===== src/hw/ooo_pkg.sv =====
`default_nettype none

package ooo_pkg;

  localparam int XLEN      = 32;
  localparam int ROB_DEPTH = 8;
  localparam int TAG_W     = $clog2(ROB_DEPTH);

  typedef enum logic {
    UNIT_ALU,
    UNIT_MUL
  } unit_e;

  typedef enum logic [2:0] {
    ALU_ADD,
    ALU_SUB,
    ALU_AND,
    ALU_OR,
    ALU_XOR,
    ALU_SLL,
    ALU_SLT,
    ALU_LI
  } alu_op_e;

  typedef enum logic {
    MUL_MUL,   // low word
    MUL_MULH   // high word
  } mul_op_e;

  typedef struct packed {
    unit_e       unit;
    logic [2:0]  op;    // alu_op_e or mul_op_e by unit
    logic [3:0]  rd;
    logic [3:0]  rs1;
    logic [3:0]  rs2;
    logic [15:0] imm;   // li only
  } instr_t;

  typedef struct packed {
    logic             ready;
    logic [TAG_W-1:0] tag;
    logic [XLEN-1:0]  value;
  } operand_t;

  typedef struct packed {
    logic             valid;
    logic [TAG_W-1:0] tag;
    logic [XLEN-1:0]  value;
  } cdb_t;

  typedef struct packed {
    logic            valid;
    logic [3:0]      rd;
    logic [XLEN-1:0] value;
  } commit_t;

endpackage

`default_nettype wire


===== src/hw/cdb_arbiter.sv =====
`timescale 1ns/100ps
`default_nettype none

module cdb_arbiter (
  input  ooo_pkg::cdb_t mul_req,
  input  ooo_pkg::cdb_t alu_req,
  output logic          alu_grant,
  output ooo_pkg::cdb_t cdb
);

  // the multiplier has no result buffer, so it always goes first
  assign alu_grant = alu_req.valid && !mul_req.valid;

  always_comb begin
    if (mul_req.valid) begin
      cdb = mul_req;
    end else begin
      cdb = alu_req;  // invalid when idle
    end
  end

  // a tag lives in one unit at a time
  always_comb begin
    a_distinct_tags: assert final (!(mul_req.valid && alu_req.valid)
                                   || mul_req.tag != alu_req.tag);
  end

endmodule

`default_nettype wire


===== config.mk =====
export PLATFORM = sky130hd
export DESIGN_NAME = cdb_arbiter
export DESIGN_NICKNAME = d
export VERILOG_FILES = /design/src/hw/ooo_pkg.sv /design/src/hw/cdb_arbiter.sv
export SDC_FILE = /design/constraint.sdc
export NUM_CORES = 1
export LEC_CHECK = 0
export BUFFER_PORTS_ARGS = -buffer_cell sky130_fd_sc_hd__buf_4
export CORE_MARGIN = 5
export CORE_UTILIZATION = 27
export DETAILED_ROUTE_END_ITERATION = 8
export PLACE_DENSITY = 0.93
export SYNTH_ARGS = -nofsm -noshare
export SYNTH_HDL_FRONTEND = slang
export SYNTH_SLANG_ARGS = --single-unit

===== constraint.sdc =====
create_clock -name vclk -period 0.9
set_input_delay 0.09 -clock vclk [all_inputs]
set_output_delay 0.09 -clock vclk [all_outputs]
set_load 0.005 [all_outputs]

==> results.md <==
* Run status: complete, no violations
* Top layer reached by signal wires: met3
* DR vias/cell at 4.46
* Final worst-path setup slack at 0.0858 ns
* Top Family by Delay on Critical Path: multiplexers
* Sequential cell count at 0
* FP Rows at 16
* Drc violations at 0
* Max incr delay on CP at 0.35 ns
* Initial core utilization at 29.1%
* Crit path launch: mul_req[35]
* LEAKAGE at 0.806 nW
* Number of buffers added for setup after CTS at 0
* IO Port Bufs at 109
* Sequence of cells on the critical path: buf_16 > mux2_2 > buf_4
* Synth Net Count at 113
* Avg Inst Size Synth at 14.2 sq um
* Drt pass-1 iters at 4
* Clock buffers at 0
* WL met2 at 1.69 mm
* Net Sw Power at 0.189 mW
* Core box area at 2000 sq um
* Combinational share of power at 100.0%
* Worst EP required at 0.81 ns
* Largest net degree at the start of global routing at 38
* FMAX at 1.23 GHz
* Commonest non-fill, non-tap cell in the layout: buf_4
* Area grow syn2layout at 142%
* Power per cell area at 510 nW/um^2
* Buffers & Inverters on Critical Path at 2
* Storage cell area at 0 sq um
* Final Hold Violating Endpoints at 0
* Tcrit/Tclk final at 90.5%
* Post-DRT Antenna Nets at 0
* Die Ht at 56.5 um
* Worst setup path end: cdb[5]
* Detailed placement HPWL at 2.44 mm
* Slew HR at 91.3%
* Crit-path slowest cell: mux2_2
* RSZ-0062 raised after global routing: false
* Min-Delay Path Class: primary input to primary output
* Total global routing overflow at 0
* Max IR drop VDD at 0.000248 V
* Drt wl/cell at 16.0 um
* Setup Viol. Count Final at 0
* Data arrival, critical path at 0.72 ns
* 1st-iter DRT viols at 18
* Vias at 776
* Placed cell count at 173
* Crit path max fanout at 19
* Die width at 56.5 um
* Switching fraction of total power at 26.2%
* First-pass GRT wire length at 4.08 mm
* Setup WS pre-CTS at -0.304 ns
* Non-filler cells in the finished layout at 174
* Worst slew pin tran at 0.130 ns
* Cell area after placement at 1360 sq um
* Int Pwr at 0.530 mW
* Commonest cells after routing, fill and taps aside: buf_4, mux2_4, mux2_2
* Setup crit end kind: primary output
* Yosys warning count at 0
* Minimum clock period at 0.814 ns
* Post-Syn Instances at 41
* Number of max-cap violations at 0
* Initial antenna violation count at 0
* Fin area at 1410 sq um
* Syn Std Cell Area at 583 sq um
* Reg power frac at 0%
* DR WL met3 at 282 um
* Nets at 221
* Netlist cell types at 6
* Ports at 109
* Share of cells above drive strength 1 at 99.3%
* GPL Wtd Cong at 0.706
* Die area at 3190 sq um
* Clock network power share at 0%
* Routed wire length at 2.78 mm
* Register area share after synthesis at 0%
* Max Slew Vio Count at 0
* Met1 WL at 808 um
* WP depth at 3
* ANT cells at 0
* Global Route Usage Sum at 15.6%
* CP Class: primary input to primary output
* Startpoint types: primary input
* Number of global-route vias before repair at 860
-- stage by stage --
step / hold WS (ns) / power (mW) / util [%] / TNS, ns
after CTS: 0.442 / 0.716 / 69.1 / -0.0262
after floorplan: 0.265 / 0.289 / - / 0
after global routing: 0.454 / 0.766 / 70.4 / 0
after global placement: 0.442 / 0.684 / 68.1 / -8.07
after detailed placement: 0.442 / 0.706 / 68.1 / -9.05
final: 0.440 / 0.719 / 70.4 / 0
-- cell type report --
| cell class | count | area [sq um] |
|---|---|---|
| fill | 164 | 593 |
| multi-input combinational | 37 | 512 |
| tap | 27 | 33.8 |
| timing repair buffer | 110 | 863 |
-- logic make-up after synthesis --
family	after synthesis	share of synthesized area, %
buffers and inverters	4	12.2
multiplexers	35	85.6
AND/OR/NAND/NOR	2	2.15
-- per-layer routing --
| layer | vias to the layer above | GRT usage [%] |
|---|---|---|
| met2 | 54 | 35.5 |
| met3 | 0 | 3.90 |
| li1 | 368 | - |
| met1 | 354 | 13.6 |
| met5 | - | 0 |
| met4 | 0 | 0 |
-- how the worst min path moves through the flow --
stage,slack (ns),cells past startpoint,from,to
after floorplan,0.27,1,alu_req[35],cdb[35]
after global placement,0.44,3,alu_req[35],cdb[35]
after detailed placement,0.44,3,alu_req[35],cdb[35]
after CTS,0.44,3,alu_req[35],cdb[35]
after global routing,0.45,3,alu_req[35],cdb[35]
final,0.44,3,alu_req[35],cdb[35]
-- timing repair --
| action | CTS | global route |
|---|---|---|
| resized for setup | 4 | 0 |
| hold buffers | 0 | 0 |
| cloned | 0 | 1 |
| setup endpoints to repair | 37 | 7 |
-- cells in the mapped netlist --
cell	number	area [sq um]
mux2_4	28	420
mux2_2	7	78.8
buf_12	3	60.1
buf_6	1	11.3
nor2b_1	1	6.26
or2_2	1	6.26
-- power by group through the flow --
stage / registers (mW) / clock network [mW] / logic (mW)
finish: 0 / 0 / 0.719
global route: 0 / 0 / 0.766
CTS: 0 / 0 / 0.716
detailed placement: 0 / 0 / 0.706
global placement: 0 / 0 / 0.684
floorplan: 0 / 0 / 0.289
(Power assumes the default switching activity.)
