## src/hw/ooo_pkg.sv

```systemverilog
`default_nettype none

package ooo_pkg;

  localparam int XLEN      = 32;
  localparam int ROB_DEPTH = 8;
  localparam int TAG_W     = $clog2(ROB_DEPTH);

  typedef enum logic {
    UNIT_ALU,
    UNIT_MUL
  } unit_e;

  typedef enum logic [2:0] {
    ALU_ADD,
    ALU_SUB,
    ALU_AND,
    ALU_OR,
    ALU_XOR,
    ALU_SLL,
    ALU_SLT,
    ALU_LI
  } alu_op_e;

  typedef enum logic {
    MUL_MUL,   // low word
    MUL_MULH   // high word
  } mul_op_e;

  typedef struct packed {
    unit_e       unit;
    logic [2:0]  op;    // alu_op_e or mul_op_e by unit
    logic [3:0]  rd;
    logic [3:0]  rs1;
    logic [3:0]  rs2;
    logic [15:0] imm;   // li only
  } instr_t;

  typedef struct packed {
    logic             ready;
    logic [TAG_W-1:0] tag;
    logic [XLEN-1:0]  value;
  } operand_t;

  typedef struct packed {
    logic             valid;
    logic [TAG_W-1:0] tag;
    logic [XLEN-1:0]  value;
  } cdb_t;

  typedef struct packed {
    logic            valid;
    logic [3:0]      rd;
    logic [XLEN-1:0] value;
  } commit_t;

endpackage

`default_nettype wire

```

## src/hw/mult_unit.sv

```systemverilog
`timescale 1ns/100ps
`default_nettype none

module mult_unit (
  input  logic                      clk,
  input  logic                      rst,
  input  logic                      dispatch,
  input  logic [ooo_pkg::XLEN-1:0]  a,
  input  logic [ooo_pkg::XLEN-1:0]  b,
  input  ooo_pkg::mul_op_e          op,
  input  logic [ooo_pkg::TAG_W-1:0] tag,
  output ooo_pkg::cdb_t             req
);
  import ooo_pkg::*;

  logic                     s1_valid;
  logic [XLEN-1:0]          s1_a;
  logic [XLEN-1:0]          s1_b;
  mul_op_e                  s1_op;
  logic [TAG_W-1:0]         s1_tag;
  logic                     s2_valid;
  logic signed [2*XLEN-1:0] s2_prod;
  mul_op_e                  s2_op;
  logic [TAG_W-1:0]         s2_tag;
  logic                     s3_valid;
  logic [XLEN-1:0]          s3_value;
  logic [TAG_W-1:0]         s3_tag;

  always_ff @(posedge clk) begin
    if (rst) begin
      s1_valid <= 1'b0;
      s2_valid <= 1'b0;
      s3_valid <= 1'b0;
    end else begin
      s1_valid <= dispatch;
      s2_valid <= s1_valid;
      s3_valid <= s2_valid;
    end
  end

  always_ff @(posedge clk) begin
    s1_a     <= a;
    s1_b     <= b;
    s1_op    <= op;
    s1_tag   <= tag;
    s2_prod  <= $signed(s1_a) * $signed(s1_b);  // full signed product
    s2_op    <= s1_op;
    s2_tag   <= s1_tag;
    s3_value <= (s2_op == MUL_MULH) ? s2_prod[2*XLEN-1:XLEN] : s2_prod[XLEN-1:0];
    s3_tag   <= s2_tag;
  end

  assign req = '{valid: s3_valid, tag: s3_tag, value: s3_value};

endmodule

`default_nettype wire

```

## config.mk

```make
export PLATFORM = sky130hd
export DESIGN_NAME = mult_unit
export DESIGN_NICKNAME = d
export VERILOG_FILES = /design/src/hw/ooo_pkg.sv /design/src/hw/mult_unit.sv
export SDC_FILE = /design/constraint.sdc
export NUM_CORES = 2
export LEC_CHECK = 0
export ABC_AREA = 1
export BUFFER_PORTS_ARGS = -buffer_cell sky130_fd_sc_hd__buf_2
export CAP_MARGIN = 0
export CORE_MARGIN = 10
export CORE_UTILIZATION = 38
export CTS_CLUSTER_SIZE = 10
export DETAILED_ROUTE_END_ITERATION = 10
export PLACE_DENSITY = 0.64
export RECOVER_POWER = 50
export SYNTH_ARGS = -nofsm -noshare
export SYNTH_HDL_FRONTEND = slang
export SYNTH_SLANG_ARGS = --single-unit
```

## constraint.sdc

```tcl
create_clock -name clk -period 18.85 [get_ports clk]
set_input_delay 2.8275 -clock clk [delete_from_list [all_inputs] [get_ports clk]]
set_output_delay 2.8275 -clock clk [all_outputs]
set_load 0.1 [all_outputs]
```

==> impl_metrics.tcl <==
set metrics [dict create \
    status "complete, but fails checks" \
    violations "capacitance limit, slew limit" \
    die_w_um 355 \
    end_kind "flop" \
    critPathArrivalTime_ns 9.13 \
    area_delta_synth_final_pct 6.29 \
    io_pins 107 \
    yosysSeqAreaShare_pct 8.16 \
    ff2ff_setup_slack_ns 10.08 \
    fmax_mhz 114 \
    die-height_um 355 \
    crit_fanout 32 \
    syn_avg_cell_area_um2 8.11 \
    yosysUniqueCellTypes 34 \
    design.core.area_um2 111000 \
    start_util_pct 38.4 \
    die-area_um2 126000 \
    wirelength_um 115000 \
    synth.cell_area_um2 42700 \
    antenna_found_initial 2 \
    placed_cells 6709 \
    period_needed_ns 8.77 \
    dpl.hpwl_um 97600 \
    clock-sinks 174 \
    drc_errors 0 \
    synth_cells 5263 \
    cts_tree "yes" \
    numPortBuffers 106 \
    gr-total-overflow 0 \
    grt_use_total_pct 19.2 \
    clock_latency_ns 0.53 \
    cts_made_buffers 17 \
    clock_tree.root_cell "clkbuf_16" \
    finalMaxSlewViolations 66 \
    wl_per_cell_um 17.0 \
    finClkSkew_ns 0.0348 \
    setup_tns_ns 0 \
    num-nets-final 6577 \
    layout.cells.non_filler 6742 \
    worstMarginPinSlew_ns 2.19 \
    gp_congestion 0.956 \
    drt_iter0_markers 1689 \
    crit_path_start_kind "flop" \
    maxCapViolCount 2 \
    crit_type "reg2reg" \
    firstDrtPassIters 7 \
    yosysWarnings 0 \
    rsz0062_at_grt "false" \
    min_path_type "reg2reg" \
    via_per_inst 4.67 \
    synth_fp_nets 6600 \
    clkTransAtPathRegs_ns 0.09 \
    grt_pass1_wl_um 191000 \
    slew_headroom_pct -45.7 \
    grt_pass1_vias 35100 \
    timing.final.crit_share_pct 46.5 \
    ys_ff_latch 174 \
    holdBufCountCts 0 \
    setup_viol 0 \
    crit_required_ns 19.21 \
    htreeDepth 4 \
    grt_start_max_net_pins 33 \
    via_count 31500 \
    clockBufferDepth 2 \
    cts_resized 0 \
    num_rows 122 \
    post-cts-setup-buffers 0 \
    hold_viol_final 0 \
    ant_nets 0 \
    drive_above_1_share_pct 4.93 \
]
==> cells by family (layout without fill, tap and decap cells) <==
group	after synthesis	after routing	share of synthesized area [%]
compound gates	89	89	1.14
xor+xnor	37	37	0.759
fa+ha+maj	1266	1266	56.1
buf+inv	1903	1893	16.7
flops	174	174	8.16
mux	32	32	0.844
other cells	0	1	0
simple gates	1762	1762	16.2
==> placed cells by master, fill, tap and decap left out, drive strengths merged <==
| cell | instances |
|---|---|
| nand3 | 74 |
| mux2 | 32 |
| buf | 150 |
| dfxtp | 174 |
| fa | 1082 |
| clkinv | 5 |
| o21ai | 18 |
| ha | 184 |
| nand3b | 3 |
| diode | 1 |
| xnor2 | 3 |
| nor2 | 143 |
| a21o | 2 |
| and3 | 1 |
| clkbuf | 22 |
| or2 | 7 |
| inv | 1716 |
| o21bai | 12 |
| a21boi | 1 |
| nand4 | 12 |
| and2 | 2 |
| nand2 | 1509 |
| xor2 | 34 |
| nor4 | 3 |
| nor3 | 8 |
| a21oi | 56 |
==> synthesized netlist by cell type (all sizes together) <==
cell,number,area (µm²)
a21boi,1,7.51
a21o,2,15.0
a21oi,56,280
and2,2,12.5
and3,1,6.26
buf,4,22.5
clkbuf,193,724
dfxtp,174,3480
fa,1082,21700
ha,184,2300
inv,1706,6400
mux2,32,360
nand2,1509,5690
nand3,74,425
nand3b,3,22.5
nand4,12,75.1
nor2,143,574
nor3,8,45.0
nor4,3,25.0
o21ai,18,90.1
o21bai,12,93.8
or2,7,43.8
xnor2,3,26.3
xor2,34,298
==> per-stage QoR <==
| stage | util, % | hold WS [ns] | cell area [µm²] | setup slack, ns |
|---|---|---|---|---|
| 2_1_floorplan | - | 0.310 | 42700 | 11.89 |
| 3_3_place_gp | 40.2 | 0.310 | 44700 | 10.87 |
| 3_5_place_dp | 40.2 | 0.312 | 44700 | 10.85 |
| 4_1_cts | 40.8 | 0.334 | 45400 | 10.82 |
| 5_1_grt | 40.8 | 0.342 | 45400 | 9.93 |
| 6_report | 40.8 | 0.334 | 45400 | 10.08 |
==> critical path, cell delays in order, from the launching register on <==
cell,delay (ns)
dfxtp_1,0.31
clkbuf_1,1.49
or2_2,0.32
fa_1,0.46
fa_1,0.52
inv_1,0.06
fa_1,0.52
fa_1,0.43
fa_1,0.53
fa_1,0.45
fa_1,0.62
fa_1,0.45
ha_1,0.54
nand2_1,0.23
nor2_1,0.36
nand2_1,0.25
nor2_1,0.19
nand3_1,0.10
nand3_1,0.29
nor2_1,0.08
nor2_1,0.39
==> area by class of cell <==
cell class	instances	area [µm²]
clock buffer	17	425
sequential	174	3500
timing repair buffer	155	887
inverter	1706	6400
clock inverter	15	234
antenna	1	2.50
tap	1488	1860
multi-input combinational	3186	32100
fill	11300	65700
==> routing by layer <==
metal	vias to the layer above	global-route usage, %	share of wire (%)
met5	-	0	0
met4	0	6.12	3.0
met3	201	1.93	4.1
met2	817	34.4	52
met1	16100	24.0	41
li1	14300	-	-
==> final timing paths <==
| path | from | end | depth (start not counted) |
|---|---|---|---|
| hold / removal | s2_tag[0] | s3_tag[0] | 0 |
| setup / recovery | s1_a[0] | s2_prod[43] | 20 |
| setup reg to reg | s1_a[0] | s2_prod[43] | 20 |
| hold reg to reg | s2_tag[0] | s3_tag[0] | 0 |
==> flip-flops by register name, indices dropped and copies added (netlist names) <==
| signal | count |
|---|---|
| s2_op | 1 |
| s2_tag | 3 |
| s3_valid | 1 |
| s1_a | 32 |
| s2_prod | 64 |
| s2_valid | 1 |
| s1_tag | 3 |
| s1_op | 1 |
| s1_valid | 1 |
| s3_tag | 3 |
| s1_b | 32 |
| s3_value | 32 |
Power is left out: the tool's default activity adds up to more than one toggle a clock period on the data nets, which glitch-free logic cannot reach.
