===== src/hw/ooo_pkg.sv =====
`default_nettype none

package ooo_pkg;

  localparam int XLEN      = 32;
  localparam int ROB_DEPTH = 8;
  localparam int TAG_W     = $clog2(ROB_DEPTH);

  typedef enum logic {
    UNIT_ALU,
    UNIT_MUL
  } unit_e;

  typedef enum logic [2:0] {
    ALU_ADD,
    ALU_SUB,
    ALU_AND,
    ALU_OR,
    ALU_XOR,
    ALU_SLL,
    ALU_SLT,
    ALU_LI
  } alu_op_e;

  typedef enum logic {
    MUL_MUL,   // low word
    MUL_MULH   // high word
  } mul_op_e;

  typedef struct packed {
    unit_e       unit;
    logic [2:0]  op;    // alu_op_e or mul_op_e by unit
    logic [3:0]  rd;
    logic [3:0]  rs1;
    logic [3:0]  rs2;
    logic [15:0] imm;   // li only
  } instr_t;

  typedef struct packed {
    logic             ready;
    logic [TAG_W-1:0] tag;
    logic [XLEN-1:0]  value;
  } operand_t;

  typedef struct packed {
    logic             valid;
    logic [TAG_W-1:0] tag;
    logic [XLEN-1:0]  value;
  } cdb_t;

  typedef struct packed {
    logic            valid;
    logic [3:0]      rd;
    logic [XLEN-1:0] value;
  } commit_t;

endpackage

`default_nettype wire


===== src/hw/register_file.sv =====
`timescale 1ns/100ps
`default_nettype none

module register_file (
  input  logic                      clk,
  input  logic                      rst,
  input  logic [3:0]                rs1,
  input  logic [3:0]                rs2,
  output ooo_pkg::operand_t         src1,
  output ooo_pkg::operand_t         src2,
  input  logic                      rename_valid,
  input  logic [3:0]                rename_rd,
  input  logic [ooo_pkg::TAG_W-1:0] rename_tag,
  input  ooo_pkg::commit_t          commit,
  input  logic [ooo_pkg::TAG_W-1:0] commit_tag
);
  import ooo_pkg::*;

  logic [XLEN-1:0]  regs     [16];
  logic [TAG_W-1:0] pend_tag [16];
  logic [15:0]      busy;

  assign src1 = '{ready: !busy[rs1], tag: pend_tag[rs1], value: regs[rs1]};
  assign src2 = '{ready: !busy[rs2], tag: pend_tag[rs2], value: regs[rs2]};

  always_ff @(posedge clk) begin
    if (rst) begin
      busy <= '0;
      for (int i = 0; i < 16; i++) begin
        regs[i] <= '0;
      end
    end else begin
      if (commit.valid) begin
        regs[commit.rd] <= commit.value;
        if (pend_tag[commit.rd] == commit_tag) begin
          busy[commit.rd] <= 1'b0;  // only the latest writer frees it
        end
      end
      if (rename_valid) begin
        busy[rename_rd] <= 1'b1;    // rename wins over commit
      end
    end
  end

  always_ff @(posedge clk) begin
    if (rename_valid) begin
      pend_tag[rename_rd] <= rename_tag;
    end
  end

  a_no_rename_in_reset: assert property (@(posedge clk) rst |-> !rename_valid);

endmodule

`default_nettype wire


===== config.mk =====
export PLATFORM = sky130hd
export DESIGN_NAME = register_file
export DESIGN_NICKNAME = d
export VERILOG_FILES = /design/src/hw/ooo_pkg.sv /design/src/hw/register_file.sv
export SDC_FILE = /design/constraint.sdc
export NUM_CORES = 1
export LEC_CHECK = 0
export BUFFER_PORTS_ARGS = -buffer_cell sky130_fd_sc_hd__buf_2
export CORE_MARGIN = 1
export CORE_UTILIZATION = 56
export DETAILED_ROUTE_END_ITERATION = 8
export PLACE_DENSITY = 0.76
export SLEW_MARGIN = 20
export SYNTH_ARGS = -nofsm -noshare
export SYNTH_HDL_FRONTEND = slang
export SYNTH_SLANG_ARGS = --single-unit
export TNS_END_PERCENT = 5

===== constraint.sdc =====
create_clock -name clk -period 3.85 [get_ports clk]
set_clock_uncertainty 0.05 [all_clocks]
set_input_delay 0.77 -clock clk [delete_from_list [all_inputs] [get_ports clk]]
set_output_delay 0.77 -clock clk [all_outputs]
set_load 0.02 [all_outputs]

==> results.md <==
- The flow ran to the end, and the final reports show no timing, DRC or antenna violations.
- Clock-pin slew was measured on the worst setup and hold paths at 0.07 ns.
- Yosys mapped a number of flops with a built-in enable equal to 560.
- Data arrives at the worst endpoint at around 2.7 ns.
- The pre-antenna-repair detailed-routing pass consisted of 5 iterations.
- The sequential area share after synthesis is 56.3%.
- The number of remaining DRC errors is 0.
- STA classifies the critical path endpoint as an output port.
- The unique cell type count in the Yosys netlist is 41.
- The longest clock path from root to sink contains 3 buffers.
- The longest individual stage delay on the worst path is about 0.52 ns.
- Derived from the worst setup path, the maximum achievable clock frequency is 287 MHz.
- The netlist area before placement is 0.0305 mm^2.
- The core box area is 0.0538 mm^2.
- The minimum hold slack is approximately 0.46 ns.
- After detailed placement, the total cell area comes to 0.0326 mm^2.
- The post-layout net count is 1970.
- Once routing completed, OpenROAD measured the worst setup slack at 0.371 ns.
- The library cells used most frequently in the layout, excluding fill and tap cells, are edfxtp_1, and2_1, mux4_2, buf_2, buf_4.
- After synthesis, the mean cell area works out to 16.9 um^2.
- The share of synthesized area in the top cell type comes to 55.2%.
- The number of cells on the worst reg-to-reg path is 6.
- The worst setup timing slack at the placement stage is 0.368 ns.
- Summed over all instances, the cell type with the most area after synthesis is edfxtp_1.
- Traced cell by cell, the critical path runs through buf_8, buf_4, mux4_2, mux4_2, buf_2.
- The initialized floorplan defines 85 standard-cell rows.
- The first global-routing pass estimated 129000 um of wire.
- The worst hold path passes through 2 cells.
- The routed design could run at a clock period as short as 3.48 ns.
- During I/O placement, the number of pins put on the boundary was 130.
- Setup slack on the worst reg-to-reg path comes out at 1.54 ns.
- At the pin with the least slew margin, the transition time is about 0.95 ns.
- The count of filler cells inserted in the layout is between 3000 and 4000.
- The simple-gate share of the synthesized area is 12.1%.
- The endpoint of the worst register-to-register path is busy[15].
- The launch instance of the worst register-to-register path is pend_tag[3][1].
- In the routed layout, each cell is associated on average with a via count of around 7.0.
- The leading register cell type out of synthesis is edfxtp_1.
- Entering global routing, the biggest net connects 46 pins.
- The layout-stage area growth over the synthesis result is 13.3%.
- The remaining number of nets flagged by the antenna check after routing is 0.
- The total CTS buffers is 58.
- The routed layout has around 19000 vias.
- The clock tree from TritonCTS is built.
- The startpoint identified for the worst hold timing path is busy[11].
- The root buffer cell is clkbuf_16.
- The flop and latch count out of synthesis is ~580.
- The power per cell area is roughly 440 mW/mm^2.
- The total power consumption of the routed design is 15.2 mW.
- The number of port buffers is about 130.
- The class of the tightest hold or removal check is reg -> reg.
- Post-CTS repair changed the size of 0 cells.
- The die is between 200 and 250 um tall.
- In this run, placement finished with an instance count of 2548.
- In the global route stage, overall resource usage came out at approximately 33%.
- The total congestion overflow is 0.
- The adder-cell share of the synthesized area is 0%.
- The Yosys step of the flow raised 0 warnings.
- The most frequent standard cell in the layout excluding fill and tap cells is edfxtp_1.
- After synthesis, the largest family of logic cells by area is multiplexers.
- The share of cell area taken by muxes after synthesis is 27.7%.
- The routed wire length is around 88000 um.
- Routability-driven placement finished with a final weighted congestion of 0.842.
- The average wire per cell in the routed design is 33.2 um.
- Setup repair after global routing left no endpoint under its margin.
- In this run, the number of DRC markers left after iteration 0 of detailed routing was between 2000 and 3000.
- The ratio of cells with drive above 1 in the final layout is a little over a third.
- The worst endpoint required time is 3.03 ns.
- For this run, asynchronously set or reset flops after synthesis account for 0%.
- The worst slew margin relative to its limit is 35.9%.
- The count of final hold-check violations is 0.
- The wire-length estimate of the detail-placed layout is 50800 um.
- The die footprint is 0.0553 mm^2.
- Setup violations remaining at the end of the flow were counted as 0.
- The number of post-CTS setup repair buffers is 0.
- By area the synthesized netlist is led by edfxtp_1, mux4_2, and2_1.
- The initial core utilization is 56.6%.
- The number of global-route vias before repair was 19084.
- The clock reaches the later pin of the worst-skew pair after 0.63 ns.
- The finished cells cover 0.0345 mm^2.
- The number of antenna violations at the first check in global routing is 7.
- Among all stages on the critical path, the largest delay is contributed by mux4_2.
- For this design, the sink count on the clock tree is roughly 580.
- The most frequent cell on the critical path is mux4_2.
- CTS built an H-tree with a depth of 2.
- The fraction of synthesized cell area in xor and xnor cells is 0.140%.
- The max-slew violation count is 0.
- The width of the chip is around 240 um.
- The post-layout utilization of the core is roughly 64%.
- In the finished design, the share of the clock period the worst path needs comes to 90.4%.
- The worst min-delay path endpoint is busy[11].
- The final setup TNS is 0 ns.
- The peak supply drop is 0.376 mV.
- The setup path with the least slack is of type in -> out.
- After technology mapping, the gate count stands at 1805.
- Counting every net in the synthesized netlist gives 1863.
- The reported leakage power is 11.8 nW.
- The fraction of the mapped netlist area in compound gates is under 10%.
- The highest net fanout along the worst path is 26.
- The count of maximum capacitance violations is 0.
- The kind of launch point of the worst setup path is a primary input.
- The non-filler instance count after layout is 2658.
- The number of hold buffers added after CTS is 0.
-- worst max-delay path by stage --
stage / from / endpoint / depth (start not counted)
6_report: rs2[0] / src2[29] / 5
5_1_grt: rs2[0] / src2[27] / 5
4_1_cts: rs2[0] / src2[29] / 5
3_5_place_dp: rs2[0] / src2[29] / 5
3_3_place_gp: rs2[0] / src2[27] / 5
2_1_floorplan: commit[34] / regs[6][0] / 5
-- kinds of logic (layout without fill, tap and decap cells) --
family	after synthesis	after routing
compound gates	55	55
xor+xnor	4	4
buf+inv	178	331
flops	576	576
mux	381	381
other cells	0	4
simple gates	611	611
-- registers in the layout (all words and copies together), names as in the netlist --
name      cells
regs        512
busy         16
pend_tag     48
-- Yosys cell counts, types with 5 or more instances --
library cell	n
nand2_1	6
mux4_1	7
a21oi_1	7
mux4_2	361
nor4_1	6
a21o_1	8
dfxtp_1	16
buf_1	8
edfxtp_1	560
nor3_1	22
buf_2	16
nand2b_1	8
nor2_1	39
o21bai_1	15
o21ai_0	7
mux2i_1	9
and2_1	512
a211oi_2	5
clkbuf_1	147
-- report_power, final --
part / internal [mW] / switching [mW]
registers: 7.23 / 0.183
clock network: 3.37 / 2.42
logic: 0.921 / 1.09
total: 11.5 / 3.69
-- worst max-delay path: cells and delay by family --
kind | cells | cell delay [ns]
buf+inv | 3 | 0.79
mux | 2 | 1.04
-- cell type report --
class	count	area, um^2	share of cell area [%]
diodes	4	10.0	0.0290
clock inverters	26	319	0.925
inverters	3	11.3	0.0326
well taps	696	871	2.52
multi-input cells	1051	12800	37.1
repair buffers	222	1730	5.02
clock buffers	80	1610	4.65
flip-flops and latches	576	17100	49.7
-- layer usage --
layer | up-vias | wire (um) | global-route usage [%]
met5 | - | 13 | 0
met4 | 2 | 3180 | 12.3
met3 | 225 | 9700 | 6.54
met2 | 1360 | 44100 | 53.8
met1 | 9705 | 31200 | 43.5
li1 | 7374 | - | -
No activity file was read; power rests on OpenSTA's default activity.
