<file path="src/hw/ooo_pkg.sv">
`default_nettype none

package ooo_pkg;

  localparam int XLEN      = 32;
  localparam int ROB_DEPTH = 8;
  localparam int TAG_W     = $clog2(ROB_DEPTH);

  typedef enum logic {
    UNIT_ALU,
    UNIT_MUL
  } unit_e;

  typedef enum logic [2:0] {
    ALU_ADD,
    ALU_SUB,
    ALU_AND,
    ALU_OR,
    ALU_XOR,
    ALU_SLL,
    ALU_SLT,
    ALU_LI
  } alu_op_e;

  typedef enum logic {
    MUL_MUL,   // low word
    MUL_MULH   // high word
  } mul_op_e;

  typedef struct packed {
    unit_e       unit;
    logic [2:0]  op;    // alu_op_e or mul_op_e by unit
    logic [3:0]  rd;
    logic [3:0]  rs1;
    logic [3:0]  rs2;
    logic [15:0] imm;   // li only
  } instr_t;

  typedef struct packed {
    logic             ready;
    logic [TAG_W-1:0] tag;
    logic [XLEN-1:0]  value;
  } operand_t;

  typedef struct packed {
    logic             valid;
    logic [TAG_W-1:0] tag;
    logic [XLEN-1:0]  value;
  } cdb_t;

  typedef struct packed {
    logic            valid;
    logic [3:0]      rd;
    logic [XLEN-1:0] value;
  } commit_t;

endpackage

`default_nettype wire

</file>
<file path="src/hw/reservation_station.sv">
`timescale 1ns/100ps
`default_nettype none

module reservation_station #(
  parameter int  RS_DEPTH = 4,
  parameter type op_t     = logic [2:0]
) (
  input  logic                      clk,
  input  logic                      rst,
  input  logic                      load,
  input  ooo_pkg::operand_t         entry_a,
  input  ooo_pkg::operand_t         entry_b,
  input  op_t                       entry_op,
  input  logic [ooo_pkg::TAG_W-1:0] entry_tag,
  output logic                      full,
  input  ooo_pkg::cdb_t             cdb,
  input  logic                      accept,
  output logic                      dispatch,
  output logic [ooo_pkg::XLEN-1:0]  out_a,
  output logic [ooo_pkg::XLEN-1:0]  out_b,
  output op_t                       out_op,
  output logic [ooo_pkg::TAG_W-1:0] out_tag
);
  import ooo_pkg::*;

  localparam int CNT_W = $clog2(RS_DEPTH + 1);
  localparam int SEL_W = $clog2(RS_DEPTH);

  // slot 0 is the oldest, entries shift down as older ones leave
  operand_t         a_q   [RS_DEPTH];
  operand_t         b_q   [RS_DEPTH];
  op_t              op_q  [RS_DEPTH];
  logic [TAG_W-1:0] tag_q [RS_DEPTH];
  operand_t         a_n   [RS_DEPTH];
  operand_t         b_n   [RS_DEPTH];
  op_t              op_n  [RS_DEPTH];
  logic [TAG_W-1:0] tag_n [RS_DEPTH];
  logic [CNT_W-1:0] count;
  logic [CNT_W-1:0] load_pos;
  logic [SEL_W-1:0] sel;
  logic             found;

  function automatic operand_t wake(operand_t src, cdb_t bus);
    operand_t res;
    res = src;
    if (!src.ready && bus.valid && bus.tag == src.tag) begin
      res.ready = 1'b1;
      res.value = bus.value;
    end
    return res;
  endfunction

  // ****************************************
  // oldest ready pick
  // ****************************************
  always_comb begin
    found = 1'b0;
    sel   = '0;
    for (int i = RS_DEPTH - 1; i >= 0; i--) begin
      if (i < int'(count) && a_q[i].ready && b_q[i].ready) begin
        found = 1'b1;
        sel   = SEL_W'(i);
      end
    end
  end

  assign dispatch = found && accept;
  assign out_a    = a_q[sel].value;
  assign out_b    = b_q[sel].value;
  assign out_op   = op_q[sel];
  assign out_tag  = tag_q[sel];
  assign full     = (count == CNT_W'(RS_DEPTH));
  assign load_pos = count - CNT_W'(dispatch);

  // ****************************************
  // compaction, load and wakeup
  // ****************************************
  always_comb begin
    for (int i = 0; i < RS_DEPTH; i++) begin
      a_n[i]   = a_q[i];
      b_n[i]   = b_q[i];
      op_n[i]  = op_q[i];
      tag_n[i] = tag_q[i];
    end
    for (int i = 0; i < RS_DEPTH - 1; i++) begin
      if (dispatch && i >= int'(sel)) begin
        a_n[i]   = a_q[i+1];
        b_n[i]   = b_q[i+1];
        op_n[i]  = op_q[i+1];
        tag_n[i] = tag_q[i+1];
      end
    end
    for (int i = 0; i < RS_DEPTH; i++) begin
      if (load && i == int'(load_pos)) begin
        a_n[i]   = entry_a;
        b_n[i]   = entry_b;
        op_n[i]  = entry_op;
        tag_n[i] = entry_tag;
      end
      a_n[i] = wake(a_n[i], cdb);
      b_n[i] = wake(b_n[i], cdb);
    end
  end

  always_ff @(posedge clk) begin
    a_q   <= a_n;
    b_q   <= b_n;
    op_q  <= op_n;
    tag_q <= tag_n;
  end

  always_ff @(posedge clk) begin
    if (rst) begin
      count <= '0;
    end else begin
      count <= count + CNT_W'(load) - CNT_W'(dispatch);
    end
  end

  a_no_load_when_full: assert property (@(posedge clk) disable iff (rst) load |-> !full);

endmodule

`default_nettype wire

</file>
<file path="config.mk">
export PLATFORM = sky130hd
export DESIGN_NAME = reservation_station
export DESIGN_NICKNAME = d
export VERILOG_FILES = /design/src/hw/ooo_pkg.sv /design/src/hw/reservation_station.sv
export SDC_FILE = /design/constraint.sdc
export NUM_CORES = 1
export LEC_CHECK = 0
export BUFFER_PORTS_ARGS = -buffer_cell sky130_fd_sc_hd__buf_2
export CAP_MARGIN = 20
export CELL_PAD_IN_SITES_DETAIL_PLACEMENT = 1
export CELL_PAD_IN_SITES_GLOBAL_PLACEMENT = 2
export CORE_ASPECT_RATIO = 1.2
export CORE_MARGIN = 3
export CORE_UTILIZATION = 39
export CTS_BUF_LIST = sky130_fd_sc_hd__clkbuf_4 sky130_fd_sc_hd__clkbuf_8 sky130_fd_sc_hd__clkbuf_16
export DETAILED_ROUTE_END_ITERATION = 10
export GPL_TIMING_DRIVEN = 0
export HOLD_SLACK_MARGIN = 0.06
export PLACE_DENSITY_LB_ADDON = 0.1
export SLEW_MARGIN = 10
export SYNTH_ARGS = -nofsm -noshare
export SYNTH_HDL_FRONTEND = slang
export SYNTH_SLANG_ARGS = --single-unit
</file>
<file path="constraint.sdc">
create_clock -name clk -period 6.3 [get_ports clk]
set_clock_uncertainty 0.05 [all_clocks]
set_input_delay 0.945 -clock clk [delete_from_list [all_inputs] [get_ports clk]]
set_output_delay 0.945 -clock clk [all_outputs]
set_load 0.02 [all_outputs]
</file>
==> results.txt <==
----------------------------------------------------
[Worst setup path]
  Delay contributed by the slowest stage of the critical path ... 0.70 ns
  Crit Path Max Fanout ... 10
  CP endpoint kind ... primary output
  Worst setup path class ... reg2out
  Kind of launch point of the worst setup path ... register
  Slowest cell on the critical path ... clkbuf_1
  Ordered list of cells on the worst path ... inv_1 > ha_1 > and2_1 > a21oi_1 > o22ai_2 > clkbuf_1 > clkbuf_2 > clkbuf_1 > nand2_1 > a31oi_1 > buf_2
  Total buffers and inverters traversed by the critical path ... 5
  CP required ... 5.30 ns
  Critical Path AT ... around 5.2 ns
  CP dominant cell by count ... clkbuf_1
  Category of cells accounting for the largest share of critical-path delay ... buffers and inverters

[Yosys]
  Prevailing post-synth register cell ... edfxtp_1
  Unique masters post-synth ... 61
  Netlist Area Pre-Place ... 0.0185 sq mm
  Synth Warn # ... 0
  Post-synthesis sequential area ratio ... 49.2%
  Synthesis-stage register bit count ... 315
  Count of flip-flops with a built-in enable after synthesis ... 280
  Share of synthesized cell area in and, or, nand and nor gates ... roughly 17%
  Multiplexer area fraction after synthesis ... 11.9%
  Top cells by area in the synthesized netlist ... edfxtp_1 45%, nand2_1 7.9%, mux2_2 6.3%
  Synth async-reset ratio ... 0%
  Compound-Gate Fraction of Synth Area ... 16.1%
  Net count after synthesis ... slightly below 2k
  Synth top area share ... 45.4%
  Post-Synthesis Cells ... 1,839
  Xor/xnor cell area share of the yosys netlist ... 1.32%
  Arithmetic-cell share of the synthesized area counting full adders, half adders and majority gates ... 0.514%
  Largest family of logic cells by synthesized area ... simple AND/OR/NAND/NOR gates
  Synthesized area per cell ... roughly 10 sq um
  Cell type contributing the most total cell area after synthesis ... edfxtp_1

[Global routing]
  Maximum number of pins on one net before global-route repair ... 33
  Total gr overflow ... 0
  First-pass GRT wire length ... 110 mm
  Number of global-route vias before repair ... 16.9k
  Overall routing resource usage ... between 20 and 30%
  Number of antenna violations at the first check in global routing ... 8

[Drt]
  Via count ... around 16k
  Post-Route WL ... approximately 75 mm
  Wirelength per Cell ... 27.6 um
  DRC violation total after the first TritonRoute iteration ... 1,269
  DRC violations left ... 0
  Number of iterations in the first detailed-routing pass ... 5
  Per-cell via count in the routed design ... 5.98
  DRT antenna net count ... 0

[Floorplan]
  Height of the die ... 245 um
  Starting density of the core ... 39.9%
  Die Wd ... 205 um
  Placeable Area ... ~0.046 sq mm
  Row cnt ... 86
  Die ar. ... 0.0501 sq mm
  I/O pin count ... 190

[Pwr]
  Switching fraction of total power ... a little under half
  Leakage Power ... 8.71 nW
  Power Dens Cells ... 611 mW/mm^2
  Net switching power ... ~6 mW
  Combinational Power Share ... 52.1%
  Worst vdd ir ... 0.266 mV
  Part of the total power dissipated in sequential elements ... 31.6%
  Portion of total power attributed to the clock network ... 16.3%
  Internal power summed over all cells ... between 7 and 8 mW

[Cells and area]
  Synth-to-layout area growth ... 16.8%
  Final design area excluding fillers ... 0.0216 sq mm
  Total number of nets in the final design ... 2,198
  Layout cells sized above 1 ... a little over a fifth
  Filler instances ... 5,244
  Number of standard cells in the final layout excluding fillers ... 2,718

[STA]
  WHS ... 0.474 ns
  Final Cycle Share ... 97.6%
  Number of pins exceeding their max-slew limit in the final report ... 0
  Worst slew margin ... slightly above 20%
  Min Clock Period, post-route ... 6.15 ns
  Highest Clock Rate ... 163 MHz
  Total negative setup slack ... 0 ns
  Slew at the pin closest to its max-slew limit ... 1.19 ns
  Final-report hold violation count ... 0
  Total setup violations reported at the end of the flow ... 0

[Placed design]
  Number of port buffers ... 186
  Post-DP HPWL ... about 54 mm
  Final weighted congestion in routability-driven placement ... 0.905
  Placed instance area ... between 0.02 and 0.025 sq mm
  Placed cell count ... 2,647

[Hold path]
  Class of the tightest hold or removal check ... reg2reg

[Run]
  Number of max-capacitance violations reported ... 0

[Clocking]
  Clk pin slew, worst setup/hold paths ... 0.06 ns
  Inserted Clock Buffers ... 36
  Clock H-tree levels ... 2
  Maximum clock insertion buffer count ... 3
  Clk Tree Root Cell ... clkbuf_16
  TritonCTS Sinks ... 315
  TritonCTS clock tree ... done
  Clock latency reported for the late side of the worst-skew pair ... 0.54 ns

[Outcome]
  Status ... complete, no violations

----------------------------------------------------
final timing paths:
path	startpoint	endpoint	slack, ns	cells after the start
worst max-delay path	count[2]	out_a[0]	0.15	11
worst min-delay path	b_q[70]	b_q[70]	0.47	2
worst max register to register	count[2]	a_q[85]	0.21	19
worst min register to register	b_q[70]	b_q[70]	0.47	2
power groups by stage:
| stage | Sequential, mW | Clock (mW) | Combinational (mW) |
|---|---|---|---|
| CTS | 4.16 | 2.18 | 6.78 |
| finish | 4.17 | 2.16 | 6.89 |
| global route | 4.27 | 2.25 | 7.38 |
| floorplan | 4.05 | 0 | 4.25 |
| detailed placement | 4.20 | 0 | 6.74 |
| global placement | 4.21 | 0 | 6.46 |
layer usage:
layer  track usage (%)  up-vias  wire [um]  share of wire (%)
li1                  -     7253          -                  -
met1              38.4     8262      31700                 42
met2              48.0      576      35800                 48
met3              3.73      144       4290                5.7
met4              12.2        6       3310                4.4
met5                 0        -         35              0.047
synth_stat cells (all sizes together) (20+ instances only):
cell type    n
and3        35
edfxtp     280
a211oi      72
xnor2       20
o21ai       61
and2        72
mux2i       25
mux2       161
nand3       74
buf         42
clkbuf     116
nand2      388
a21oi       72
nor2        83
dfxtp       35
a22o       125
a31oi       75
layout by cell type, fill, tap and decap left out, drive strengths merged, types with 3 or more instances in the layout:
master / instances
and2: 72
inv: 14
nand3: 74
nor3: 10
or2: 7
nor4: 3
nor2b: 5
xnor2: 20
a22oi: 5
a22o: 125
a21o: 3
xor2: 7
nand3b: 4
edfxtp: 280
mux2: 161
nand4: 4
bufinv: 3
clkinv: 15
mux2i: 25
ha: 6
diode: 4
dfxtp: 35
o21ai: 61
buf: 237
o31ai: 5
nand2: 388
and3: 35
clkbuf: 160
a21oi: 72
a211oi: 72
a31oi: 75
nor2: 83
or3: 4
nand2b: 7
kinds of logic after synthesis:
| kind of cell | count (synthesis) |
|---|---|
| adder cells (fa/ha/maj) | 7 |
| XOR/XNOR | 27 |
| buffers and inverters | 173 |
| AND/OR/NAND/NOR | 700 |
| multiplexers | 187 |
| AO/OA/AOI/OAI | 430 |
| flip-flops | 315 |
layout make-up:
cell class	count	area, sq um	area share (%)
diodes	4	10.0	0.0463
plain buffers	158	683	3.16
clock buffers	45	1000	4.65
clock inverters	18	161	0.746
inverters	15	56.3	0.260
multi-input cells	1353	8740	40.4
flip-flops and latches	315	9110	42.1
well taps	616	771	3.56
repair buffers	194	1090	5.05
through the flow:
stage / setup WS, ns / total power, mW / utilization [%]
4_1_cts: -0.148 / 13.1 / 46.5
2_1_floorplan: 1.10 / 8.31 / -
3_5_place_dp: -0.698 / 10.9 / 43.9
6_report: 0.149 / 13.2 / 46.6
5_1_grt: -0.000145 / 13.9 / 46.6
3_3_place_gp: -1.24 / 10.7 / 43.6
timing repair:
item                                    in CTS  in global routing
resized for setup                            6                 11
hold buffers                                 0                  0
endpoints found under the setup margin     185                157
pin swaps                                    1                  0
setup buffers                                1                  0
gates cloned                                 0                  2
flip-flops by register name, summed over array words and instances (netlist names):
| name | cells |
|---|---|
| b_q | 144 |
| op_q | 12 |
| tag_q | 12 |
| a_q | 144 |
| count | 3 |
tightest hold or removal path: stages, from the launching register on:
cell,delay (ns)
dfxtp_1,0.33
nand2_1,0.06
a31oi_1,0.08
No activity file was read; power rests on OpenSTA's default activity.
