File: src/hw/ooo_pkg.sv
`default_nettype none

package ooo_pkg;

  localparam int XLEN      = 32;
  localparam int ROB_DEPTH = 8;
  localparam int TAG_W     = $clog2(ROB_DEPTH);

  typedef enum logic {
    UNIT_ALU,
    UNIT_MUL
  } unit_e;

  typedef enum logic [2:0] {
    ALU_ADD,
    ALU_SUB,
    ALU_AND,
    ALU_OR,
    ALU_XOR,
    ALU_SLL,
    ALU_SLT,
    ALU_LI
  } alu_op_e;

  typedef enum logic {
    MUL_MUL,   // low word
    MUL_MULH   // high word
  } mul_op_e;

  typedef struct packed {
    unit_e       unit;
    logic [2:0]  op;    // alu_op_e or mul_op_e by unit
    logic [3:0]  rd;
    logic [3:0]  rs1;
    logic [3:0]  rs2;
    logic [15:0] imm;   // li only
  } instr_t;

  typedef struct packed {
    logic             ready;
    logic [TAG_W-1:0] tag;
    logic [XLEN-1:0]  value;
  } operand_t;

  typedef struct packed {
    logic             valid;
    logic [TAG_W-1:0] tag;
    logic [XLEN-1:0]  value;
  } cdb_t;

  typedef struct packed {
    logic            valid;
    logic [3:0]      rd;
    logic [XLEN-1:0] value;
  } commit_t;

endpackage

`default_nettype wire

File: src/hw/issue_unit.sv
`timescale 1ns/100ps
`default_nettype none

module issue_unit (
  input  ooo_pkg::instr_t           instr,
  input  logic                      instr_valid,
  output logic                      instr_ready,
  input  ooo_pkg::operand_t         src1,
  input  ooo_pkg::operand_t         src2,
  output logic [3:0]                rs1,
  output logic [3:0]                rs2,
  output logic [ooo_pkg::TAG_W-1:0] fwd_tag1,
  output logic [ooo_pkg::TAG_W-1:0] fwd_tag2,
  input  ooo_pkg::operand_t         fwd1,
  input  ooo_pkg::operand_t         fwd2,
  input  ooo_pkg::cdb_t             cdb,
  input  logic                      rob_full,
  input  logic [ooo_pkg::TAG_W-1:0] alloc_tag,
  output logic                      alloc,
  output logic                      rename_valid,
  output logic [3:0]                rename_rd,
  output logic [ooo_pkg::TAG_W-1:0] rename_tag,
  input  logic                      alu_full,
  input  logic                      mul_full,
  output logic                      alu_load,
  output logic                      mul_load,
  output ooo_pkg::operand_t         entry_a,
  output ooo_pkg::operand_t         entry_b,
  output logic [2:0]                entry_op,
  output logic [ooo_pkg::TAG_W-1:0] entry_tag
);
  import ooo_pkg::*;

  logic     is_mul;
  logic     is_li;
  operand_t op1;
  operand_t op2;

  // register value, then ROB forward, then same-cycle bus
  function automatic operand_t resolve(operand_t rf, operand_t rob, cdb_t bus);
    operand_t res;
    res = rf;
    if (!rf.ready) begin
      if (rob.ready) begin
        res = rob;
      end else if (bus.valid && bus.tag == rf.tag) begin
        res.ready = 1'b1;
        res.value = bus.value;
      end
    end
    return res;
  endfunction

  assign rs1      = instr.rs1;
  assign rs2      = instr.rs2;
  assign fwd_tag1 = src1.tag;
  assign fwd_tag2 = src2.tag;
  assign op1      = resolve(src1, fwd1, cdb);
  assign op2      = resolve(src2, fwd2, cdb);

  assign is_mul      = (instr.unit == UNIT_MUL);
  assign is_li       = !is_mul && (alu_op_e'(instr.op) == ALU_LI);
  assign instr_ready = !rob_full && !(is_mul ? mul_full : alu_full);
  assign alloc       = instr_valid && instr_ready;

  assign rename_valid = alloc;
  assign rename_rd    = instr.rd;
  assign rename_tag   = alloc_tag;

  assign alu_load  = alloc && !is_mul;
  assign mul_load  = alloc && is_mul;
  assign entry_op  = instr.op;
  assign entry_tag = alloc_tag;

  // li carries its immediate and needs no sources
  assign entry_a = is_li ? '{ready: 1'b1, tag: alloc_tag,
                             value: {{(XLEN-16){instr.imm[15]}}, instr.imm}} : op1;
  assign entry_b = is_li ? '{ready: 1'b1, tag: alloc_tag, value: '0} : op2;

endmodule

`default_nettype wire

File: config.mk
export PLATFORM = sky130hd
export DESIGN_NAME = issue_unit
export DESIGN_NICKNAME = d
export VERILOG_FILES = /design/src/hw/ooo_pkg.sv /design/src/hw/issue_unit.sv
export SDC_FILE = /design/constraint.sdc
export NUM_CORES = 1
export LEC_CHECK = 0
export BUFFER_PORTS_ARGS = -buffer_cell sky130_fd_sc_hd__buf_2
export CAP_MARGIN = 10
export CORE_AREA = 2 2 126 128
export DETAILED_ROUTE_END_ITERATION = 6
export DIE_AREA = 0 0 128 130
export PLACE_DENSITY = 0.45
export SLEW_MARGIN = 20
export SYNTH_ARGS = -nofsm -noshare
export SYNTH_HDL_FRONTEND = slang
export SYNTH_SLANG_ARGS = --single-unit
File: constraint.sdc
create_clock -name vclk -period 1.85
set_input_delay 0.37 -clock vclk [all_inputs]
set_output_delay 0.37 -clock vclk [all_outputs]
set_load 0.02 [all_outputs]
==> reports/qor.csv, run 1 <==
metric;value;unit
Synth area leader;mux2i_1;
syn avg cell area;7.80;um^2
seq_cells;0;
Maximum Capacitance Violations;0;
Die Y;130;um
largest family of logic cells by synthesized area;compound AO/OA/AOI/OAI gates;
CP Cell Sequence;buf_6 -> and4b_4 -> or3_4 -> buf_12 -> buf_16 -> o22ai_2 -> buf_6;
mux cell area share after synthesis;19.3;%
leading cell types in the layout, fill and taps excluded;buf_2 (216), buf_6 (78), buf_4 (48), nor2_1 (39), a22oi_1 (32);
crit start category;primary input;
core area;15400;um^2
cell internal pwr;0.992;mW
Slowest cell on crit path;or3_4;
critical path startpoint;instr[28];
Post-Synth Adder-Cell Area;0;%
Vias;4149;
Fin. Hold Viols;0;
Worst-Margin Slew;0.358;ns
Clock power frac;0;%
NumNets Final;846;
Global Route Usage Sum;18.3;%
outcome;finished, violations left;
Setup WS pre-CTS;-0.286;ns
wire length of the first global-routing pass;23.6;mm
routed vias/inst;5.08;
top-area cell type share of the netlist area;19.3;%
FF+latch area;0;um^2
WP data arrival;1.70;ns
Logic pwr share;100.0;%
sw frac;47.8;%
most frequent CP cell;buf_6;
Final GP Congestion;0.884;
Synth area leaders;mux2i_1 (19%), a22oi_1 (9.6%), a221oi_2 (9.0%), a221o_1 (8.8%), buf_4 (8.7%);
Distinct cells, synth;31;
Post-Synthesis Cells;320;
Warnings, synthesis;0;
die area;16600;um^2
Reg power frac;0;%
Rel. slew slack;76.2;%
gr ovfl total;0;
port bufs;299;
largest net degree at the start of global routing;29;
Worst VDD drop;0.131;mV
Detailed Place HPWL;12.4;mm
RSZ-0062 raised after global routing;yes;
post-DR wirelength/cell;21.0;um
failing checks;negative setup slack;
xor and xnor area share after synthesis;2.11;%
final setup TNS;-9.19;ns
Pleak;2.84;nW
DR DRC count;0;
Post-Synth Simple-Gate Area;11.6;%
Final ANT Viol Nets;0;
Synthesized Nets;539;
Core Util, Final;38.2;%
Critical Path RT;1.48;ns
crit path capture type;output port;
sequential fraction of the synthesis area;0;%
Routed WL;17.1;mm
Initial DRC Count;153;
Final min period;2.07;ns
Hold Crit Class;primary input to output port;
fmax;484;MHz
total chip power;1.90;mW
initial antenna violation count;0;
first drt pass iteration count;6;
Ports;323;
Die Width;128;um
Power Dens Cells;322;nW/um^2
Hold Startpoint;instr[24];
diode count;0;
slowest cell delay on critical path;0.43;ns
vias in the first global route;4154;
WS Path Type;primary input to output port;
row cnt;46;
Sw Pwr;0.909;mW
CP Max Fanout;6;
post-synthesis compound-gate area fraction;49.2;%
setup violators final;66;
most common cell after layout, fill and taps aside;buf_2;
cts hold-fix bufs;0;
post-synthesis cell area;2490;um^2
Initial Utilization;16.2;%
final worst-path setup slack;-0.218;ns
share of layout cells above drive strength 1;75.7;%
synthesis-to-finish area growth;136;%
Tcrit/Tclk final;112;%
max-slew violations;0;
CLK BUF;0;
-- power by group through the flow --
stage	Combinational, mW	Clock [mW]	Sequential [mW]
after floorplan	0.817	0	0
after detailed placement	1.38	0	0
after global placement	1.36	0	0
after CTS	1.73	0	0
final	1.90	0	0
after global routing	2.01	0	0
-- synthesized netlist by cell type --
cell,number
clkbuf_1,13
and2b_1,2
and3_1,1
xnor2_1,6
and2_1,1
o22ai_2,10
nand4_2,1
o22ai_1,32
a221oi_2,15
nor2_1,41
buf_2,17
a22oi_1,32
inv_1,1
nand2_1,1
a221o_1,22
mux2i_1,48
a21oi_1,6
and4b_1,1
a211oi_1,1
nand4_1,1
buf_4,29
nor2b_1,2
nor2_4,1
nor2_2,1
or3_1,1
o21ai_0,6
nand4b_4,1
a221oi_1,17
nand2b_1,1
buf_6,8
nor2b_2,1
-- per-stage QoR --
| step | hold slack (ns) | std cells | area, um^2 |
|---|---|---|---|
| 2_1_floorplan | 0.796 | 320 | 2650 |
| 3_3_place_gp | 0.740 | 789 | 4440 |
| 3_5_place_dp | 0.740 | 789 | 4440 |
| 4_1_cts | 0.740 | 807 | 5410 |
| 5_1_grt | 0.740 | 817 | 5900 |
| 6_report | 0.740 | 817 | 5900 |
-- worst max-delay path, delay by kind of cell --
family / cells / cell delay [ns]
AOI/OAI and AO/OA: 1 / 0.10
and+or+nand+nor: 2 / 0.66
buffers and inverters: 4 / 0.56
-- cells by family (layout without fill, tap and decap cells) --
group	Yosys count	in the layout
AO/OA/AOI/OAI	141	141
buffers and inverters	68	373
AND/OR/NAND/NOR	57	57
multiplexers	48	48
XOR/XNOR	6	6
-- final cells by class --
class / count / area [um^2]
inverters: 1 / 3.75
well taps: 192 / 240
fillers: 1580 / 9530
repair buffers: 372 / 2950
multi-input cells: 252 / 2700
-- worst paths after layout --
kind	end	slack, ns	cells after the start
max	entry_b[15]	-0.22	7
min	rename_rd[0]	0.74	0
-- repair_timing --
| action | in CTS | in global routing |
|---|---|---|
| gates resized for setup | 168 | 92 |
| buffers inserted | 9 | 11 |
| cloned | 9 | 2 |
| pin swaps | 9 | 31 |
| endpoints found under the setup margin | 69 | 72 |
-- metal layers --
| layer | GRT usage, % | wire (um) | vias up |
|---|---|---|---|
| met5 | 0 | 0 | - |
| met1 | 21.7 | 6570 | 2005 |
| met4 | 3.68 | 454 | 0 |
| met2 | 36.2 | 9110 | 203 |
| li1 | - | - | 1907 |
| met3 | 1.23 | 988 | 34 |
Note: power is estimated with default switching activity, not from simulation.
==> inputs of run 2 (changes only) <==
--- a/config.mk
+++ b/config.mk
@@ -10,7 +10,7 @@
 export CORE_AREA = 2 2 126 128
 export DETAILED_ROUTE_END_ITERATION = 6
 export DIE_AREA = 0 0 128 130
-export PLACE_DENSITY = 0.45
+export PLACE_DENSITY_LB_ADDON = 0.08
 export SLEW_MARGIN = 20
 export SYNTH_ARGS = -nofsm -noshare
 export SYNTH_HDL_FRONTEND = slang
==> run 2 against run 1 <==
Wire length rose by 0.65%. The run still ends with negative setup slack left. Global-route usage fell by 0.16 points. Cell area grew 1.8%.
==> reports/qor.csv, run 2 (same netlist as run 1, synthesis figures left out) <==
metric;value;unit;change
DR DRC count;0;;unchanged
critical path startpoint;src1[33];;
CP Cell Sequence;buf_6 -> xnor2_2 -> nand4_1 -> buf_6 -> nor2b_4 -> buf_12 -> a221o_1 -> buf_2;;
Rel. slew slack;72.7;%;-3.4 points
Pleak;2.88;nW;+1.4%
Hold Crit Class;primary input to output port;;
Reg power frac;0;%;unchanged
Ports;323;;unchanged
CLK BUF;0;;unchanged
fin cells;827;;+1.2%
Sw Pwr;0.911;mW;+0.14%
wire length of the first global-routing pass;23.5;mm;-0.73%
Clock power frac;0;%;unchanged
Routed WL;17.2;mm;+0.65%
port bufs;299;;unchanged
Slowest cell on crit path;a221o_1;;
WS Path Type;primary input to output port;;
crit path capture type;output port;;
largest net degree at the start of global routing;33;;+14%
crit start category;primary input;;
Die Y;130;um;unchanged
Placed Area;4470;um^2;+0.68%
row cnt;46;;unchanged
Vias;4099;;-1.2%
Final ANT Viol Nets;0;;unchanged
Power Dens Cells;315;nW/um^2;-2.4%
Critical Path RT;1.48;ns;about the same
Tcrit/Tclk final;115;%;+2.7 points
gr ovfl total;0;;unchanged
share of layout cells above drive strength 1;76.5;%;+0.82 points
Initial DRC Count;129;;-16%
Fin. Hold Viols;0;;unchanged
Worst-Margin Slew;0.408;ns;+0.0504 ns
hold path cells;0;;unchanged
placed insts;788;;-0.13%
sw frac;48.2;%;+0.36 points
initial antenna violation count;2;;+2
final worst-path setup slack;-0.268;ns;-0.0501 ns
slowest cell delay on critical path;0.35;ns;-0.08 ns
outcome;finished, violations left;;
most common cell after layout, fill and taps aside;buf_2;;
Final min period;2.12;ns;+0.0501 ns
core area;15400;um^2;unchanged
Final GP Congestion;0.874;;-1.1%
failing checks;negative setup slack;;
fmax;472;MHz;-2.4%
CP Max Fanout;12;;+6
Hold Slack;0.740;ns;unchanged
first drt pass iteration count;5;;-1
vias in the first global route;4175;;+0.51%
most frequent CP cell;buf_6;;
synthesis-to-finish area growth;141;%;
CP endpoint;entry_a[27];;
Detailed Place HPWL;12.4;mm;+0.65%
Initial Utilization;16.2;%;unchanged
Die Width;128;um;unchanged
Core Util, Final;38.9;%;+0.71 points
WP data arrival;1.75;ns;+0.05 ns
die area;16600;um^2;unchanged
RSZ-0062 raised after global routing;yes;;
FF+latch area;0;um^2;unchanged
post-DR wirelength/cell;20.8;um;-0.56%
NumNets Final;855;;+1.1%
Global Route Usage Sum;18.2;%;-0.16 points
max-slew violations;0;;unchanged
Logic pwr share;100.0;%;about the same
routed vias/inst;4.96;;-2.4%
cell internal pwr;0.979;mW;-1.3%
leading cell types in the layout, fill and taps excluded;buf_2 (225), buf_6 (75), buf_4 (46), nor2_1 (40), a22oi_1 (32);;
seq_cells;0;;unchanged
final setup TNS;-15.28;ns;-6.09 ns
final std cell area, no fill;6010;um^2;+1.8%
setup violators final;69;;+4.5%
Maximum Capacitance Violations;0;;unchanged
cts hold-fix bufs;0;;unchanged
Worst VDD drop;0.118;mV;-9.9%
-- run 2: changes by cell type in the layout (fill, tap and decap cells not counted), moves of 3 or more --
cell / change
a221oi_1: -7
a221oi_2: +5
buf_12: +5
buf_16: -3
buf_2: +9
buf_6: -3
clkbuf_16: +4
mux2i_1: +3
mux2i_2: +4
mux2i_4: -7
o22ai_2: -3
o22ai_4: +4
-- run 2: per-layer routing --
layer  GRT usage, %  up-vias  wire [um]
li1               -     1930          -
met1           21.0     1963       6500
met2           35.1      175       9300
met3           2.30       31        953
met4           4.98        0        491
met5              0        -          0
-- run 2: timing repair --
action                     CTS  global route
setup endpoints to repair   69            72
gates cloned                 5             6
pin swaps                   24            20
resized for setup          178            74
setup buffers               14            13
-- run 2: critical path, delay by kind of cell --
| kind | cells | cell delay [ns] |
|---|---|---|
| and+or+nand+nor | 2 | 0.30 |
| AOI/OAI and AO/OA | 1 | 0.35 |
| buffers and inverters | 4 | 0.57 |
| xor gates and xnor gates | 1 | 0.14 |
-- run 2: metrics by stage --
| stage | power, mW | setup WS (ns) |
|---|---|---|
| after floorplan | 0.817 | -0.0222 |
| after global routing | 2.00 | -0.317 |
| after global placement | 1.38 | -0.602 |
| final | 1.89 | -0.268 |
| after detailed placement | 1.39 | -0.623 |
| after CTS | 1.70 | -0.282 |
-- run 2: worst min-delay path by stage --
stage,startpoint,end,slack [ns]
after global placement,instr[22],rs1[2],0.74
after global routing,instr[24],rename_rd[0],0.74
final,instr[23],rs1[3],0.74
after detailed placement,instr[22],rs1[2],0.74
after CTS,instr[22],rs1[2],0.74
after floorplan,rob_full,instr_ready,0.80
-- run 2: area by class of cell --
type | count | area, um^2
fill | 1626 | 9420
inverter | 1 | 3.75
tap | 192 | 240
timing repair buffer | 380 | 3020
multi-input combinational | 253 | 2740
antenna | 1 | 2.50
-- run 2: power by group through the flow --
stage	Clock (mW)	Sequential (mW)	Combinational (mW)
floorplan	0	0	0.817
global placement	0	0	1.38
detailed placement	0	0	1.39
CTS	0	0	1.70
global route	0.0000000724	0	2.00
finish	0.0000000725	0	1.89
==> inputs of run 3 (changes only) <==
==> config.mk (replaced) <==
export PLATFORM = sky130hd
export DESIGN_NAME = issue_unit
export DESIGN_NICKNAME = d
export VERILOG_FILES = /design/src/hw/ooo_pkg.sv /design/src/hw/issue_unit.sv
export SDC_FILE = /design/constraint.sdc
export NUM_CORES = 1
export LEC_CHECK = 0
export CAP_MARGIN = 10
export CORE_AREA = 2 2 124 126
export DETAILED_ROUTE_END_ITERATION = 6
export DIE_AREA = 0 0 126 128
export DONT_BUFFER_PORTS = 1
export SLEW_MARGIN = 20
export SYNTH_ARGS = -nofsm -noshare
export SYNTH_HDL_FRONTEND = slang
export SYNTH_SLANG_ARGS = --single-unit
export TNS_END_PERCENT = 50
==> run 3 against run 2 <==
The run still ends with negative setup slack left. Setup slack improved by 0.23 ns. Hold slack about the same. Sequential share of layout area stayed put. Clock-buffer cell count is the same. Die area decreased by 3.1%. Non-clock buffer count is 324 lower. Highest routed layer unchanged. Fmax rose by 12%. Total power down 42%. First-iteration DRC count is 51% higher. Flip-flop and latch count stayed put. Critical path depth is 3 lower.
==> reports/qor.csv, run 3 (same netlist as run 1, synthesis figures left out) <==
metric;value;unit;change
Initial Utilization;16.8;%;+0.61 points
RSZ-0062 raised after global routing;yes;;
Logic pwr share;100.0;%;about the same
synthesis-to-finish area growth;37.8;%;
die area;16100;um^2;-3.1%
Worst-Margin Slew;0.403;ns;-0.00472 ns
WP data arrival;1.52;ns;-0.23 ns
max-slew violations;0;;unchanged
Power Dens Cells;319;nW/um^2;+1.3%
outcome;finished, violations left;;
gr ovfl total;0;;unchanged
Maximum Capacitance Violations;0;;unchanged
Critical Path RT;1.48;ns;about the same
largest net degree at the start of global routing;35;;+6.1%
FF+latch area;0;um^2;unchanged
share of layout cells above drive strength 1;42.4;%;-34 points
first drt pass iteration count;5;;unchanged
CP Max Fanout;13;;+1
Tcrit/Tclk final;102;%;-12 points
routed vias/inst;6.18;;+25%
Sw Pwr;0.602;mW;-34%
Hold Slack;0.740;ns;+0.00000300 ns
Die Y;128;um;-1.5%
cts hold-fix bufs;0;;unchanged
sw frac;54.9;%;+6.7 points
Final ANT Viol Nets;0;;unchanged
slowest cell delay on critical path;0.43;ns;+0.08 ns
Detailed Place HPWL;10.0;mm;-19%
Initial DRC Count;195;;+51%
fmax;529;MHz;+12%
Hold Startpoint;instr[27];;
Hold Crit Class;primary input to output port;;
wire length of the first global-routing pass;19.0;mm;-19%
vias in the first global route;3110;;-26%
Reg power frac;0;%;unchanged
port bufs;0;;-100%
Routed WL;14.2;mm;-18%
final std cell area, no fill;3440;um^2;-43%
seq_cells;0;;unchanged
crit path capture type;output port;;
Pleak;1.36;nW;-53%
Core Util, Final;23.1;%;-16 points
Rel. slew slack;73.1;%;+0.38 points
final worst-path setup slack;-0.0388;ns;+0.230 ns
core area;14900;um^2;-3.6%
initial antenna violation count;0;;-2
DR DRC count;0;;unchanged
cell internal pwr;0.494;mW;-50%
crit start category;primary input;;
Global Route Usage Sum;15.2;%;-3.0 points
Final GP Congestion;0.836;;-4.3%
Worst VDD drop;0.138;mV;+17%
Hold Path End;rename_rd[3];;
failing checks;negative setup slack;;
NumNets Final;530;;-38%
Final min period;1.89;ns;-0.230 ns
Slowest cell on crit path;or3_4;;
CLK BUF;0;;unchanged
WS Path Type;primary input to output port;;
most common cell after layout, fill and taps aside;mux2i_1;;
hold path cells;0;;unchanged
Vias;3070;;-25%
CP Cell Sequence;and4b_4 -> or3_4 -> buf_12 -> o22ai_2 -> buf_6;;
row cnt;45;;-2.2%
post-DR wirelength/cell;28.6;um;+37%
Placed Area;2880;um^2;-36%
Clock power frac;0;%;unchanged
Ports;323;;unchanged
diode count;0;;-1
Fin. Hold Viols;0;;unchanged
leading cell types in the layout, fill and taps excluded;mux2i_1 (44), nor2_1 (40), a22oi_1 (32), buf_4 (27), o22ai_4 (26);;
Die Width;126;um;-1.6%
setup violators final;10;;-86%
run 3: cell types whose count changed in the layout (fill, tap and decap cells not counted), sizes merged:
| cell | previous run | this run |
|---|---|---|
| nor2 | 44 | 43 |
| clkbuf | 7 | 1 |
| buf | 373 | 55 |
| diode | 1 | 0 |
run 3: metrics by stage:
stage / cells / TNS [ns] / worst slack (ns) / power (mW)
6_report: 497 / -0.212 / -0.0388 / 1.10
2_1_floorplan: 320 / -0.714 / -0.0731 / 0.795
3_3_place_gp: 491 / -0.612 / -0.0579 / 0.888
5_1_grt: 497 / -0.903 / -0.0656 / 1.15
4_1_cts: 497 / -0.00422 / -0.00176 / 1.00
3_5_place_dp: 491 / -2.12 / -0.105 / 0.907
run 3: worst max path at each step:
stage | from | endpoint | slack (ns) | cells past startpoint
after global placement | instr[31] | entry_a[30] | -0.06 | 6
final | instr[30] | entry_b[0] | -0.04 | 5
after global routing | instr[30] | entry_a[30] | -0.07 | 6
after detailed placement | src1[33] | entry_a[30] | -0.10 | 7
after floorplan | src2[35] | entry_b[23] | -0.07 | 6
after CTS | instr[30] | entry_b[30] | -0.002 | 5
run 3: metal layers:
layer	vias to the layer above	share of wire (%)	GRT usage (%)	wire length, um
met5	-	0	0	0
met4	0	2.6	3.94	374
met3	30	8.2	2.34	1160
met2	277	51	27.3	7200
met1	1490	39	19.0	5470
li1	1273	-	-	-
run 3: power by group through the flow:
stage / logic (mW) / clock network, mW / registers, mW
6_report: 1.10 / 0 / 0
5_1_grt: 1.15 / 0 / 0
4_1_cts: 1.00 / 0 / 0
2_1_floorplan: 0.795 / 0 / 0
3_3_place_gp: 0.888 / 0 / 0
3_5_place_dp: 0.907 / 0 / 0
run 3: cell type report:
cell class / instances / area (um^2)
fillers: 1620 / 11400
inverters: 1 / 3.75
multi-input cells: 252 / 2550
well taps: 188 / 235
repair buffers: 56 / 652
run 3: worst max-delay path, delay by kind of cell:
family	cells	cell delay, ns
simple gates	2	0.67
buf+inv	2	0.35
compound gates	1	0.11
run 3: timing repair:
action,in CTS,in global routing
endpoints found under the setup margin,60,57
pin swaps,6,5
hold endpoints to repair,0,0
buffers inserted,3,0
resized for setup,35,46
gates cloned,3,1
